[config.mk]
export PLATFORM = sky130hd
export DESIGN_NAME = tt_um_idann
export DESIGN_NICKNAME = d
export VERILOG_FILES = /design/src/idann_pkg.sv /design/src/state_mach.sv /design/src/hidden_neuron.sv /design/src/output_neuron.sv /design/src/output_backprop.sv /design/src/tt_um_idann.sv
export SDC_FILE = /design/constraint.sdc
export NUM_CORES = 1
export LEC_CHECK = 0
export BUFFER_PORTS_ARGS = -buffer_cell sky130_fd_sc_hd__buf_2
export CAP_MARGIN = 30
export CORE_UTILIZATION = 50
export CTS_CLUSTER_SIZE = 14
export DETAILED_ROUTE_END_ITERATION = 8
export GPL_ROUTABILITY_DRIVEN = 0
export PLACE_DENSITY = 0.74
export SLEW_MARGIN = 0
export SYNTH_ARGS = -nofsm -noshare
export SYNTH_HDL_FRONTEND = slang
export SYNTH_SLANG_ARGS = --single-unit
export TNS_END_PERCENT = 5
[constraint.sdc]
create_clock -name clk_i -period 4.2 [get_ports clk_i]
set_input_delay 0.42 -clock clk_i [delete_from_list [all_inputs] [get_ports clk_i]]
set_output_delay 0.42 -clock clk_i [all_outputs]
set_load 0.01 [all_outputs]
[src/idann_pkg.sv]
// shared widths, sequencer states and weight tables for the idann training tile, used by scoped name
package idann_pkg;

  // bit widths of the values that move between blocks
  localparam int X_W      = 4;
  localparam int WEIGHT_W = 8;
  localparam int HIDDEN_W_BITS = 10;
  localparam int FINAL_W  = 23;
  localparam int TARGET_W = 8;

  // number of hidden neurons kept in this build
  localparam int N_HIDDEN = 2;

  // four binary network inputs, bit k is input k
  typedef logic [X_W-1:0] x_t;

  // one unsigned weight
  typedef logic [WEIGHT_W-1:0] weight_t;

  // one hidden neuron value
  // sum of four 8-bit weights fits in 10 bits
  typedef logic [HIDDEN_W_BITS-1:0] hidden_t;

  // output accumulator, w0*h0 + w1*h1
  typedef logic [FINAL_W-1:0] final_t;

  // unsigned training target
  typedef logic [TARGET_W-1:0] target_t;

  // sequencer phases of one training step
  typedef enum logic [2:0] {
    PH_IDLE,
    PH_HIDDEN,
    PH_OUT0,
    PH_OUT1,
    PH_BACK
  } phase_e;

  // fixed input-to-hidden weights
  // row selects the neuron, column k multiplies input bit k
  localparam weight_t HIDDEN_W [N_HIDDEN][X_W] = '{
    '{8'd1, 8'd2, 8'd3, 8'd4},
    '{8'd4, 8'd3, 8'd2, 8'd1}
  };

  // hidden-to-output weight values after reset
  localparam weight_t OUT_W_RESET [N_HIDDEN] = '{8'd1, 8'd2};

  // ceiling for the output weight increment
  localparam weight_t WEIGHT_MAX = 8'd255;

endpackage

[src/state_mach.sv]
// training step sequencer, turns a rising start edge into the hidden, output and backprop pulses
module state_mach (
  input  logic clk_i,
  input  logic arst_n_i,
  input  logic start_i,
  output logic hidden_en_o,
  output logic out_clear_o,
  output logic out_acc_o,
  output logic back_en_o
);

  // previous start level for edge detection
  logic start_q;
  logic start_rise;

  // current and next phase
  idann_pkg::phase_e phase_q;
  idann_pkg::phase_e phase_d;

  // start is sampled every cycle
  // so a level held high through a busy step never retriggers
  always_ff @(posedge clk_i or negedge arst_n_i) begin
    if (!arst_n_i) begin
      start_q <= 1'b0;
    end else begin
      start_q <= start_i;
    end
  end

  assign start_rise = start_i & ~start_q;

  // one phase per cycle, only idle listens to start
  always_comb begin
    phase_d = phase_q;
    case (phase_q)
      idann_pkg::PH_IDLE: begin
        if (start_rise) begin
          phase_d = idann_pkg::PH_HIDDEN;
        end
      end
      idann_pkg::PH_HIDDEN: begin
        phase_d = idann_pkg::PH_OUT0;
      end
      idann_pkg::PH_OUT0: begin
        phase_d = idann_pkg::PH_OUT1;
      end
      idann_pkg::PH_OUT1: begin
        phase_d = idann_pkg::PH_BACK;
      end
      idann_pkg::PH_BACK: begin
        phase_d = idann_pkg::PH_IDLE;
      end
      default: begin
        // unused encodings fall back to idle
        phase_d = idann_pkg::PH_IDLE;
      end
    endcase
  end

  always_ff @(posedge clk_i or negedge arst_n_i) begin
    if (!arst_n_i) begin
      phase_q <= idann_pkg::PH_IDLE;
    end else begin
      phase_q <= phase_d;
    end
  end

  // pulses decoded straight from the phase, one cycle each
  assign hidden_en_o = (phase_q == idann_pkg::PH_HIDDEN);
  assign out_clear_o = (phase_q == idann_pkg::PH_OUT0);
  assign out_acc_o   = (phase_q == idann_pkg::PH_OUT1);
  assign back_en_o   = (phase_q == idann_pkg::PH_BACK);

endmodule

[src/hidden_neuron.sv]
// hidden neuron, registers the table-weighted sum of the four input bits on its enable pulse
module hidden_neuron #(
  parameter int NEURON_IDX = 0
) (
  input  logic              clk_i,
  input  logic              arst_n_i,
  input  logic              hidden_en_i,
  input  idann_pkg::x_t     x_i,
  output idann_pkg::hidden_t hidden_o
);

  // combinational sum of the selected weights
  idann_pkg::hidden_t sum;
  idann_pkg::hidden_t hidden_q;

  // binary inputs, so each bit just gates its weight in or out
  always_comb begin
    sum = '0;
    for (int k = 0; k < idann_pkg::X_W; k++) begin
      if (x_i[k]) begin
        sum = sum + idann_pkg::hidden_t'(idann_pkg::HIDDEN_W[NEURON_IDX][k]);
      end
    end
  end

  // value holds between steps
  always_ff @(posedge clk_i or negedge arst_n_i) begin
    if (!arst_n_i) begin
      hidden_q <= '0;
    end else if (hidden_en_i) begin
      hidden_q <= sum;
    end
  end

  assign hidden_o = hidden_q;

endmodule

[src/output_neuron.sv]
// output neuron, two-cycle multiply-accumulate of the hidden values with the live output weights
module output_neuron (
  input  logic               clk_i,
  input  logic               arst_n_i,
  input  logic               out_clear_i,
  input  logic               out_acc_i,
  input  idann_pkg::hidden_t h0_i,
  input  idann_pkg::hidden_t h1_i,
  input  idann_pkg::weight_t w0_i,
  input  idann_pkg::weight_t w1_i,
  output idann_pkg::final_t  final_o
);

  // one product per phase
  idann_pkg::final_t prod0;
  idann_pkg::final_t prod1;

  // partial sum between the two phases
  idann_pkg::final_t acc_q;

  // registered network output
  idann_pkg::final_t final_q;

  // widen before multiplying so nothing is lost
  assign prod0 = idann_pkg::final_t'(w0_i) * idann_pkg::final_t'(h0_i);
  assign prod1 = idann_pkg::final_t'(w1_i) * idann_pkg::final_t'(h1_i);

  // first phase loads w0*h0
  always_ff @(posedge clk_i or negedge arst_n_i) begin
    if (!arst_n_i) begin
      acc_q <= '0;
    end else if (out_clear_i) begin
      acc_q <= prod0;
    end
  end

  // second phase adds w1*h1 and publishes the result
  always_ff @(posedge clk_i or negedge arst_n_i) begin
    if (!arst_n_i) begin
      final_q <= '0;
    end else if (out_acc_i) begin
      final_q <= acc_q + prod1;
    end
  end

  // stays put until the next step's second phase
  // backprop reads this while the weights change
  assign final_o = final_q;

endmodule

[src/output_backprop.sv]
// hidden-to-output weight register, steps one count toward the target per training step
module output_backprop #(
  parameter int RESET_IDX = 0
) (
  input  logic               clk_i,
  input  logic               arst_n_i,
  input  logic               back_en_i,
  input  idann_pkg::final_t  final_i,
  input  idann_pkg::target_t target_i,
  input  idann_pkg::hidden_t hidden_i,
  output idann_pkg::weight_t w_o
);

  // current weight and its update
  idann_pkg::weight_t w_q;
  idann_pkg::weight_t w_d;

  // target widened to the accumulator width for comparison
  idann_pkg::final_t target_ext;

  assign target_ext = idann_pkg::final_t'(target_i);

  // a zero hidden value means this weight had no effect, so it holds
  always_comb begin
    w_d = w_q;
    if (hidden_i != '0) begin
      if (final_i > target_ext) begin
        // output too big, step down but not below 0
        if (w_q != '0) begin
          w_d = w_q - 1'b1;
        end
      end else if (final_i < target_ext) begin
        // output too small, step up until the ceiling
        if (w_q != idann_pkg::WEIGHT_MAX) begin
          w_d = w_q + 1'b1;
        end
      end
    end
  end

  always_ff @(posedge clk_i or negedge arst_n_i) begin
    if (!arst_n_i) begin
      w_q <= idann_pkg::OUT_W_RESET[RESET_IDX];
    end else if (back_en_i) begin
      w_q <= w_d;
    end
  end

  // feeds the output neuron directly
  assign w_o = w_q;

endmodule

[src/tt_um_idann.sv]
// tiny tapeout tile top, wires the pins to the sequencer, neurons and output weight updaters
module tt_um_idann (
  input  logic       clk_i,
  input  logic       arst_n_i,
  input  logic       ena_i,
  input  logic [7:0] ui_in_i,
  input  logic [7:0] uio_in_i,
  output logic [7:0] uo_out_o,
  output logic [7:0] uio_out_o,
  output logic [7:0] uio_oe_o
);

  // ena_i is high whenever the tile is powered
  // nothing here depends on it

  // phase pulses
  logic hidden_en;
  logic out_clear;
  logic out_acc;
  logic back_en;

  // sample and target straight from the pins
  idann_pkg::x_t      x;
  idann_pkg::target_t target;

  // datapath values
  idann_pkg::hidden_t h0;
  idann_pkg::hidden_t h1;
  idann_pkg::weight_t w0;
  idann_pkg::weight_t w1;
  idann_pkg::final_t  final_val;

  assign x      = ui_in_i[3:0];
  assign target = uio_in_i;

  // ui_in_i[7] is the start level
  state_mach state_mach_i (
    .clk_i      (clk_i),
    .arst_n_i   (arst_n_i),
    .start_i    (ui_in_i[7]),
    .hidden_en_o(hidden_en),
    .out_clear_o(out_clear),
    .out_acc_o  (out_acc),
    .back_en_o  (back_en)
  );

  hidden_neuron #(.NEURON_IDX(0)) hn0 (
    .clk_i(clk_i), .arst_n_i(arst_n_i), .hidden_en_i(hidden_en), .x_i(x), .hidden_o(h0)
  );

  hidden_neuron #(.NEURON_IDX(1)) hn1 (
    .clk_i(clk_i), .arst_n_i(arst_n_i), .hidden_en_i(hidden_en), .x_i(x), .hidden_o(h1)
  );

  output_neuron on0 (
    .clk_i      (clk_i),
    .arst_n_i   (arst_n_i),
    .out_clear_i(out_clear),
    .out_acc_i  (out_acc),
    .h0_i       (h0),
    .h1_i       (h1),
    .w0_i       (w0),
    .w1_i       (w1),
    .final_o    (final_val)
  );

  // each updater only sees the hidden value its weight multiplies
  output_backprop #(.RESET_IDX(0)) obp0 (
    .clk_i(clk_i), .arst_n_i(arst_n_i), .back_en_i(back_en),
    .final_i(final_val), .target_i(target), .hidden_i(h0), .w_o(w0)
  );

  output_backprop #(.RESET_IDX(1)) obp1 (
    .clk_i(clk_i), .arst_n_i(arst_n_i), .back_en_i(back_en),
    .final_i(final_val), .target_i(target), .hidden_i(h1), .w_o(w1)
  );

  // low byte of the network output on the dedicated pins
  assign uo_out_o  = final_val[7:0];

  // bidirectional pins stay inputs
  assign uio_out_o = 8'h00;
  assign uio_oe_o  = 8'h00;

endmodule

Yosys cells after proc, flatten, opt, wreduce, memory -nomap -nowiden:

Index checks and enable logic that the tools add are counted.

* multiply operators: 2
* reductions and logical operators: 10
* add/sub/neg operators: 11
* muxes and demuxes: 18
* equal/unequal tests: 9
* $lt $le $gt $ge: 2
* bitwise logic cells: 2

Operator list (count)
* 8-bit two-way mux: 8
* 10-bit two-way mux: 6
* 8-bit by 10-bit multiplier with 18-bit output: 2
* 23-bit by 8-bit greater-than comparator with 1-bit output: 1
* 23-bit by 8-bit less-than comparator with 1-bit output: 1
* 10-bit by 2-bit adder with 10-bit output (second input constant): 2
* 10-bit nonzero test: 2
* 18-bit by 18-bit adder with 19-bit output: 1
* 8-bit by 1-bit adder with 8-bit output (second input constant): 2
* 8-bit != test (second input constant): 2
* 8-bit nonzero test: 2
* 8-bit by 1-bit subtractor with 8-bit output (second input constant): 2
* 3-bit case mux with 4 select lines: 1
* 10-bit by 1-bit adder with 10-bit output (second input constant): 1
* 10-bit by 3-bit adder with 10-bit output (second input constant): 1
* 5-bit AND reduction: 2
* 3-bit by 2-bit equality test with 1-bit output (second input constant): 2
* 3-bit two-way mux: 2
* 2-bit nonzero test: 3
* 3-bit by 2-bit adder with 4-bit output (second input constant): 1
* 2-bit by 1-bit != test with 1-bit output (second input constant): 2
* 1-bit by 2-bit adder with 3-bit output (second input constant): 1
* 3-bit by 1-bit equality test with 1-bit output (second input constant): 1
* 3-bit equality test (second input constant): 1
* 5 further kinds: 5

* bits of input ports: 19
* output and inout port bits: 24
* logic and storage cells: 62
* register bits after elaboration: 81

Longest topological paths before layout:

Gate-level depths: netlist (run 1).

* word-level depth: 7
* depth in mapped cells: 18
* depth with buffers taken out: 17

Hierarchy:

Synthesis (run 1) repeated with hierarchy kept, for this count alone.

* cell total of the unflattened synthesis: 1112
* area, all modules: 9928.3 um^2

By module, submodules not included
* output_neuron: times used 1, area an instance 7141.8 um^2, cells an instance 802, sequential area each 925.9 um^2
* output_backprop: times used 2, area an instance 954.7 um^2, cells an instance 109, sequential area each 201.4 um^2
* hidden_neuron at hn1: times used 1, area an instance 327.8 um^2, cells an instance 36, sequential area each 125.1 um^2
* hidden_neuron at hn0: times used 1, area an instance 252.7 um^2, cells an instance 25, sequential area each 100.1 um^2
* state_mach: times used 1, area an instance 172.7 um^2, cells an instance 14, sequential area each 100.1 um^2
* tt_um_idann: times used 1, area an instance 123.9 um^2, cells an instance 17, sequential area each 0.0 um^2

Worst setup path after synthesis (run 1):

OpenSTA, ideal clock, no wires.

* path type: register -> register
* from: register obp1.w_q[7] (netlist: obp1.w_o[7])
* to: register on0.final_q[13] (netlist: on0.final_o[13])
* stages on the path, launching flop included: 17
* setup slack: 0.014 ns
* path buffers: 1
* setup time: 0.083 ns
* period minus slack after synthesis: 4.186 ns
* arrival: 4.103 ns
* data required time: 4.117 ns
* cell sequence: dfrtp_1 > clkbuf_1 > nand2_1 > fa_1 > fa_1 > inv_1 > fa_1 > inv_1 > fa_1 > inv_1 > ha_1 > a21oi_1 > nor2_1 > a211oi_1 > a21oi_1 > or3_1 > o21ai_0

* longest elaborated chain between the ends: 2

Ends and longest elaborated chain
* start: declaration: RTL line output_backprop.sv:15 `idann_pkg::weight_t w_q;`
* start signal: assignment: RTL line output_backprop.sv:43 `w_q <= idann_pkg::OUT_W_RESET[RESET_IDX];`
* start signal: assignment: RTL line output_backprop.sv:45 `w_q <= w_d;`
* 8-bit by 10-bit multiplier with 18-bit output: RTL line output_neuron.sv:26 `assign prod1 = idann_pkg::final_t'(w1_i) * idann_pkg::final_t'(h1_i);`
* 18-bit by 18-bit adder with 19-bit output: RTL line output_neuron.sv:42 `final_q <= acc_q + prod1;`
* end signal: assignment: RTL line output_neuron.sv:42
* end: declaration: RTL line output_neuron.sv:22 `idann_pkg::final_t final_q;`

No other way between the ends.
A chain may end at the register's enable or synchronous reset.

Final worst setup path (run 1):

Same ends and word-level chain as after synthesis.

==> impl_metrics.toml, run 1 <==
[run_status]
outcome = "complete, no violations"

[layout]
layout-drive-gt1-share = 0.127
layout_commonest_cell = "inv_1"
final_nets = 943
design_area_mm2 = 0.00725
final_cells = 960
layout_common_cells = "inv_1 (125), nand2_1 (104), ha_1 (98), dfrtp_1 (57), fa_1 (42)"
synthToLayoutAreaGrowth_pct = 10.8
diodes = 0

[clock_network]
clk_pin_slew_ns = 0.06
worstSkewPairLatency_ns = 0.34
cts_made_buffers = 9
htree_num_levels = 3
clk_path_buf_depth = 2
root_buffer = "clkbuf_16"
cts_tree = "built"
cts.sinks = 59

[setup_path]
r2r_slack_ns = 0.10
path_class = "reg -> reg"
worstPathRequired_ns = 4.46
setup.worst_path.end_class = "flop"
crit_arrival_ns = 4.36
crit_path_start_kind = "flop"
path_max_fanout = 4

[synth]
synthSimpleGateAreaFrac = 0.173
synth_enable_flop_cells = 0
ys.flop_type = "dfrtp_1"
synth_top_family_by_area = "adder cells"
yosysSeqAreaShare = 0.226
synth_compound_area_frac = 0.105
async_reset_ff_frac = 1.00
synthAdderAreaFrac = 0.319
yosys.area_share.xor_xnor = 0.0335
syn_area_per_cell_um2 = 8.75
yosysWarnings = 0
synth_cell_types = 63
syn_inst = 748
muxShareOfSynthArea = 0.0277
ys_seq_elements = 59
netlist_area_mm2 = 0.00654

[timing]
fin_crit_ns = 4.10
slew_headroom = 0.512
post-route-period-util = 0.976
finalHoldViolCount = 0
final-max-slew-violation-count = 0
whs_ns = 0.244
rsz0062_at_grt = "yes"
worst_pin_slew_ns = 0.730
setup_viol = 0
finClkSkew_ns = 0.00701
fmax_mhz = 244

[placement]
io_buffer_count = 22
hpwl_um = 10200
place_inst = 942
placed_area_mm2 = 0.00689

[drt]
ant_nets = 0
drt-vias-per-instance = 5.14
firstDrtPassIters = 4
wl_um = 12900
vias = 4938
first_iter_violations = 266
drc = 0
wire_per_inst_um = 13.4

[floorplan]
die_area_mm2 = 0.0135
die_w_um = 116
die_y_um = 116
row_count = 41
initial_core_util = 0.516
core_area_mm2 = 0.0127
io_pins = 43

[global_route]
grtUsageTotal = 0.206
grt_start_max_net_pins = 54
grt_overflow = 0
first_global_vias = 4841
grt_antenna_before_repair = 0
grt_pass1_wl_um = 21500

[min_path]
hold_class = "in -> reg"

[job]
drv_cap = 0
worst paths after layout:
| path | startpoint | end | cells past startpoint |
|---|---|---|---|
| min in group asynchronous | arst_n_i | obp0.w_o[5]$_DFFE_PN0P_ | 2 |
| max reg2reg | obp1.w_o[7]$_DFFE_PN0P_ | on0.final_o[13]$_DFFE_PN0P_ | 12 |
| max | obp1.w_o[7]$_DFFE_PN0P_ | on0.final_o[13]$_DFFE_PN0P_ | 12 |
| min reg2reg | on0.final_o[10]$_DFFE_PN0P_ | on0.final_o[10]$_DFFE_PN0P_ | 2 |
| min | ui_in_i[7] | state_mach_i.start_q$_DFF_PN0_ | 1 |
| max in group asynchronous | arst_n_i | on0.final_o[4]$_DFFE_PN0P_ | 3 |
metal layers:
layer  vias to the layer above  share of wire  global-route usage
li1                       2484              -                   -
met1                      2345           0.44               0.247
met2                        82           0.50               0.367
met3                        27          0.041              0.0400
met4                         0          0.028              0.0761
met5                         -              0                   0
Yosys cell counts (all sizes together), types with 10 or more instances:
cell type | n | share of area
and2 | 39 | 0.037
xor2 | 10 | 0.013
mux2 | 10 | 0.020
o21ai | 37 | 0.031
fa | 43 | 0.13
a21oi | 22 | 0.017
inv | 125 | 0.072
dfrtp | 57 | 0.22
nand2 | 105 | 0.061
nand3 | 16 | 0.013
clkbuf | 18 | 0.010
nor2 | 24 | 0.014
ha | 98 | 0.19
buf | 28 | 0.033
nor3 | 11 | 0.0084
xnor2 | 15 | 0.020
area by class of cell:
| type | instances | area (um2) |
|---|---|---|
| well taps | 172 | 215 |
| multi-input cells | 533 | 4420 |
| clock buffers | 10 | 229 |
| repair buffers | 55 | 368 |
| fillers | 1134 | 5420 |
| clock inverters | 6 | 66.3 |
| flip-flops and latches | 59 | 1480 |
| inverters | 125 | 469 |
through the flow:
| step | worst slack [ns] | utilization | setup TNS (ns) |
|---|---|---|---|
| 4_1_cts | 0.0283 | 0.567 | 0 |
| 3_3_place_gp | 0.0306 | 0.542 | 0 |
| 2_1_floorplan | 0.0140 | - | 0 |
| 3_5_place_dp | -0.0126 | 0.543 | -0.0126 |
| 5_1_grt | -0.111 | 0.572 | -0.178 |
| 6_report | 0.102 | 0.572 | 0 |
critical path: stages (launching register included):
cell,delay (ns)
dfrtp_1,0.41
and2_2,0.20
fa_1,0.51
fa_1,0.52
fa_1,0.51
fa_1,0.49
ha_1,0.34
a21oi_2,0.16
nor2_1,0.07
a211oi_2,0.22
a21oi_2,0.12
or3_1,0.34
o21ai_0,0.13
logic make-up after synthesis:
group,Yosys count
flip-flops,59
AND/OR/NAND/NOR,232
XOR/XNOR,25
AO/OA/AOI/OAI,104
buffers and inverters,171
multiplexers,15
other,1
adder cells (fa/ha/maj),141
what timing repair did:
action	CTS	global route
pin swaps	0	6
endpoints found under the setup margin	1	7
gates resized for setup	1	14
hold buffers	1	0
hold endpoints to repair	6	0
buffers inserted	0	1
state kept, by name, summed over array words and instances, names as in the netlist:
| signal | flops |
|---|---|
| on0.final_o | 16 |
| on0.acc_q | 14 |
| obp0.w_o | 8 |
| obp1.w_o | 8 |
| hn1.hidden_o | 5 |
| hn0.hidden_o | 4 |
| state_mach_i.phase_q | 3 |
| state_mach_i.start_q | 1 |
Power of run 1 is not shown: default switching activity piles up to over one toggle a cycle in this logic, so the estimate is an artifact.
==> inputs of run 2 (changes only) <==
Settings changed: CORE_MARGIN set to 5.
==> run 2 against run 1 <==
Compared with the run above: sequential share of layout area is essentially flat; cell count shrank 0.21%; global-route usage shrank 3.6 points; via count shrank 0.55%; worst setup slack gained 0.014 ns; worst hold slack lost 0.13 ns; first-iteration DRC count grew 2.3%; non-clock buffer count shrank 2; clock skew grew 0.0016 ns; critical path depth is the same; cell area grew 0.33%.
==> impl_metrics.toml, run 2 (synthesis gave the netlist of run 1 again) <==
[timing]
whs_ns = 0.113
finClkSkew_ns = 0.00862
slew_headroom = 0.549
rsz0062_at_grt = "yes"
fmax_mhz = 245
finalHoldViolCount = 0
setup_slack_ns = 0.116
setup_viol = 0
fin_crit_ns = 4.08
post-route-period-util = 0.972
final-max-slew-violation-count = 0
worst_pin_slew_ns = 0.674

[floorplan]
row_count = 41
die_y_um = 124
io_pins = 43
die_area_mm2 = 0.0155
core_area_mm2 = 0.0127
die_w_um = 124
initial_core_util = 0.514

[placement]
dp_slack_ns = 0.0205
hpwl_um = 10400
io_buffer_count = 22

[setup_path]
r2r_start = "obp1.w_o[7]$_DFFE_PN0P_"
crit_arrival_ns = 4.34
crit_path_start_kind = "flop"
cpPeakStageDelay_ns = 0.60
cp_num_buf_inv = 0
crit_slowest_cell = "fa_1"
path_class = "reg -> reg"
cpMostUsedCell = "fa_1"
setup.worst_path.end_class = "flop"
crit_start = "obp1.w_o[7]$_DFFE_PN0P_"
worstPathCellList = "and2_2, fa_1, fa_1, fa_1, fa_1, ha_4, a21oi_2, nor2_1, a211oi_2, a21oi_1, or3_1, o21ai_1"
crit_family = "adder cells"
path_max_fanout = 4
worstPathRequired_ns = 4.46

[clock_network]
htree_num_levels = 3
clk_path_buf_depth = 2
worstSkewPairLatency_ns = 0.33
postCtsHoldBufs = 0
cts_tree = "built"
cts_made_buffers = 9
clk_pin_slew_ns = 0.06
cts.sinks = 59
root_buffer = "clkbuf_16"

[drt]
firstDrtPassIters = 4
drt-vias-per-instance = 5.13
wire_per_inst_um = 13.5
first_iter_violations = 272
drc = 0
wl_um = 12900
ant_nets = 0
vias = 4911

[global_route]
grt_pass1_wl_um = 22100
grt_start_max_net_pins = 32
grt_antenna_before_repair = 0
grtUsageTotal = 0.170
first_global_vias = 4846
grt_overflow = 0

[layout]
final_nets = 941
fin_util = 0.572
largest_reg_flops = 16
diodes = 0
synthToLayoutAreaGrowth_pct = 11.1
layout-drive-gt1-share = 0.130
layout_common_cells = "inv_1 (125), nand2_1 (104), ha_1 (97), dfrtp_1 (55), fa_1 (43)"
layout_commonest_cell = "inv_1"

[job]
drv_cap = 0

[min_path]
hold_class = "in -> async"

[run_status]
outcome = "complete, no violations"
==> run 2: worst reg2reg max path: stages (launching register included) <==
cell and delay [ns]:
dfrtp_1 0.41, and2_2 0.20, fa_1 0.51, fa_1 0.54
fa_1 0.53, fa_1 0.60, ha_4 0.22, a21oi_2 0.14
nor2_1 0.07, a211oi_2 0.22, a21oi_1 0.12, or3_1 0.35
o21ai_1 0.11
==> run 2: final timing paths <==
kind / slack, ns / cells after the start / end
setup / recovery: 0.12 / 12 / on0.final_o[13]$_DFFE_PN0P_
min in group clk_i: 0.25 / 1 / state_mach_i.start_q$_DFF_PN0_
setup reg to reg: 0.12 / 12 / on0.final_o[13]$_DFFE_PN0P_
hold / removal: 0.11 / 1 / obp0.w_o[2]$_DFFE_PN0P_
hold reg to reg: 0.48 / 2 / on0.final_o[10]$_DFFE_PN0P_
max in group asynchronous: 3.19 / 2 / obp1.w_o[1]$_DFFE_PN1P_
==> run 2: timing repair <==
item | in CTS | in global routing
setup endpoints to repair | 1 | 7
pin swaps | 0 | 3
hold endpoints to repair | 0 | 0
gates resized for setup | 1 | 19
buffers inserted | 0 | 0
==> run 2: stage by stage <==
step                cells  TNS (ns)  cell area, um2
global placement      942         0            6880
global route          958   -0.0901            7270
floorplan             763         0            6600
finish                958         0            7270
CTS                   958         0            7210
detailed placement    942         0            6880
==> run 2: final cells by class <==
cell class                      count  area, um2
Multi-Input combinational cell    533       4440
Sequential cell                    59       1480
Timing Repair Buffer               53        343
Clock inverter                      6       88.8
Clock buffer                       10        239
Tap cell                          172        215
Fill cell                        1156       5450
Inverter                          125        469
==> run 2: per-layer routing <==
layer | vias to the layer above | routed length (um) | GRT usage
li1 | 2478 | - | -
met2 | 84 | 6420 | 0.296
met5 | - | 0 | 0
met1 | 2328 | 5850 | 0.217
met4 | 0 | 252 | 0.0451
met3 | 21 | 417 | 0.0309
Power of run 2 is left out for the same reason.
==> inputs of run 3 (changes only) <==
Settings changed: CORE_ASPECT_RATIO set to 1.4, PLACE_DENSITY 0.74 to 0.7.
Clock period 4.2 ns to 3.85 ns, I/O delays scaled along.
==> run 3 against run 2 <==
Compared with the run above: the flow now finishes with violations (setup timing); cell count grew 1.7%; core utilization increased by 2.2 points; non-clock buffer count rose by 35; sequential share of layout area is 0.90 points lower; critical path type unchanged.
==> impl_metrics.toml, run 3 (synthesis gave the netlist of run 1 again) <==
[run_status]
outcome = "finished, violations left"
violations = "setup timing"

[layout]
layout_common_cells = "inv_1 (115), nand2_1 (98), ha_1 (89), buf_4 (63), dfrtp_1 (49)"
layout-drive-gt1-share = 0.218
layout_commonest_cell = "inv_1"
nFillCells = 1122
largest_reg_flops = 16
design_area_mm2 = 0.00765
diodes = 0
synthToLayoutAreaGrowth_pct = 16.9
final_nets = 976

[drt]
drc = 0
drt-vias-per-instance = 5.39
firstDrtPassIters = 5
wire_per_inst_um = 15.1
wl_um = 14700
ant_nets = 0
vias = 5250
first_iter_violations = 303

[setup_path]
r2r_slack_ns = -0.13
setup.worst_path.end_class = "flop"
path_class = "reg -> reg"
crit_arrival_ns = 4.23
r2r_start = "obp1.w_o[6]$_DFFE_PN0P_"
reg2reg_to = "on0.final_o[13]$_DFFE_PN0P_"
worstPathRequired_ns = 4.11
path_max_fanout = 4
reg2reg_depth = 12
endpoint = "on0.final_o[13]$_DFFE_PN0P_"
crit_path_start_kind = "flop"
crit_start = "obp1.w_o[6]$_DFFE_PN0P_"

[floorplan]
die_area_mm2 = 0.0155
initial_core_util = 0.508
core_area_mm2 = 0.0129
die_y_um = 145
die_w_um = 107
row_count = 49
io_pins = 43

[timing]
fmax_mhz = 252
finalHoldViolCount = 0
rsz0062_at_grt = "yes"
finalSetupTns_ns = -0.396
post-route-period-util = 1.03
worst_pin_slew_ns = 0.787
fin_crit_ns = 3.98
finClkSkew_ns = 0.0113
setup_viol = 4
setup_slack_ns = -0.126
whs_ns = 0.144
slew_headroom = 0.475
final-max-slew-violation-count = 0

[global_route]
first_global_vias = 5410
grt_antenna_before_repair = 0
grt_start_max_net_pins = 32
grt_pass1_wl_um = 24500
grt_overflow = 0
grtUsageTotal = 0.194

[placement]
dp_slack_ns = -0.247
placed_area_mm2 = 0.00709
io_buffer_count = 22
hpwl_um = 11600

[clock_network]
clk_path_buf_depth = 2
cts_made_buffers = 9
root_buffer = "clkbuf_16"
worstSkewPairLatency_ns = 0.33
cts.sinks = 59
cts_tree = "built"
clk_pin_slew_ns = 0.06
htree_num_levels = 3

[job]
drv_cap = 0

[min_path]
hold_class = "in -> async"
[run 3: worst min-delay path by stage]
| stage | start | endpoint | slack [ns] | cells after the start |
|---|---|---|---|---|
| 2_1_floorplan | arst_n_i | hn0.hidden_o[0]$_DFFE_PN0P_ | 0.09 | 0 |
| 3_3_place_gp | on0.acc_q[10]$_DFFE_PN0N_ | on0.acc_q[10]$_DFFE_PN0N_ | 0.47 | 2 |
| 3_5_place_dp | on0.acc_q[10]$_DFFE_PN0N_ | on0.acc_q[10]$_DFFE_PN0N_ | 0.47 | 2 |
| 4_1_cts | arst_n_i | obp0.w_o[4]$_DFFE_PN0P_ | 0.17 | 1 |
| 5_1_grt | ui_in_i[7] | state_mach_i.start_q$_DFF_PN0_ | 0.18 | 1 |
| 6_report | arst_n_i | on0.final_o[3]$_DFFE_PN0P_ | 0.14 | 1 |
[run 3: worst max-delay path: stages, from the launching register on]
cell,delay [ns]
dfrtp_1,0.42
and2_1,0.20
fa_1,0.49
fa_1,0.54
fa_1,0.43
fa_1,0.57
ha_4,0.23
a21oi_4,0.13
nor2_1,0.06
a211oi_2,0.25
a21oi_2,0.10
or3_4,0.38
o21ai_2,0.11
[run 3: metrics by stage]
stage          std cells  utilization
6_report             974        0.594
5_1_grt              974        0.594
4_1_cts              972        0.583
3_5_place_dp         948        0.551
3_3_place_gp         948        0.551
2_1_floorplan        763            -
[run 3: per-layer routing]
| metal | routed length [um] | global-route usage |
|---|---|---|
| met5 | 0 | 0 |
| met4 | 464 | 0.0646 |
| met3 | 448 | 0.0342 |
| met2 | 8160 | 0.373 |
| met1 | 5610 | 0.208 |
[run 3: area by class of cell]
type                       count  area (um2)  share of cell area
inverter                     125         469              0.0614
multi-input combinational    533        4610               0.603
timing repair buffer          88         617              0.0807
clock inverter                 4        26.3             0.00344
sequential                    59        1490               0.195
clock buffer                  12         246              0.0322
tap                          153         191              0.0250
[run 3: what timing repair did]
action	4_1_cts	5_1_grt
setup buffers	8	3
gates resized for setup	30	33
hold buffers	0	0
endpoints found under the setup margin	13	16
pin swaps	26	27
Power of run 3 is left out for the same reason.
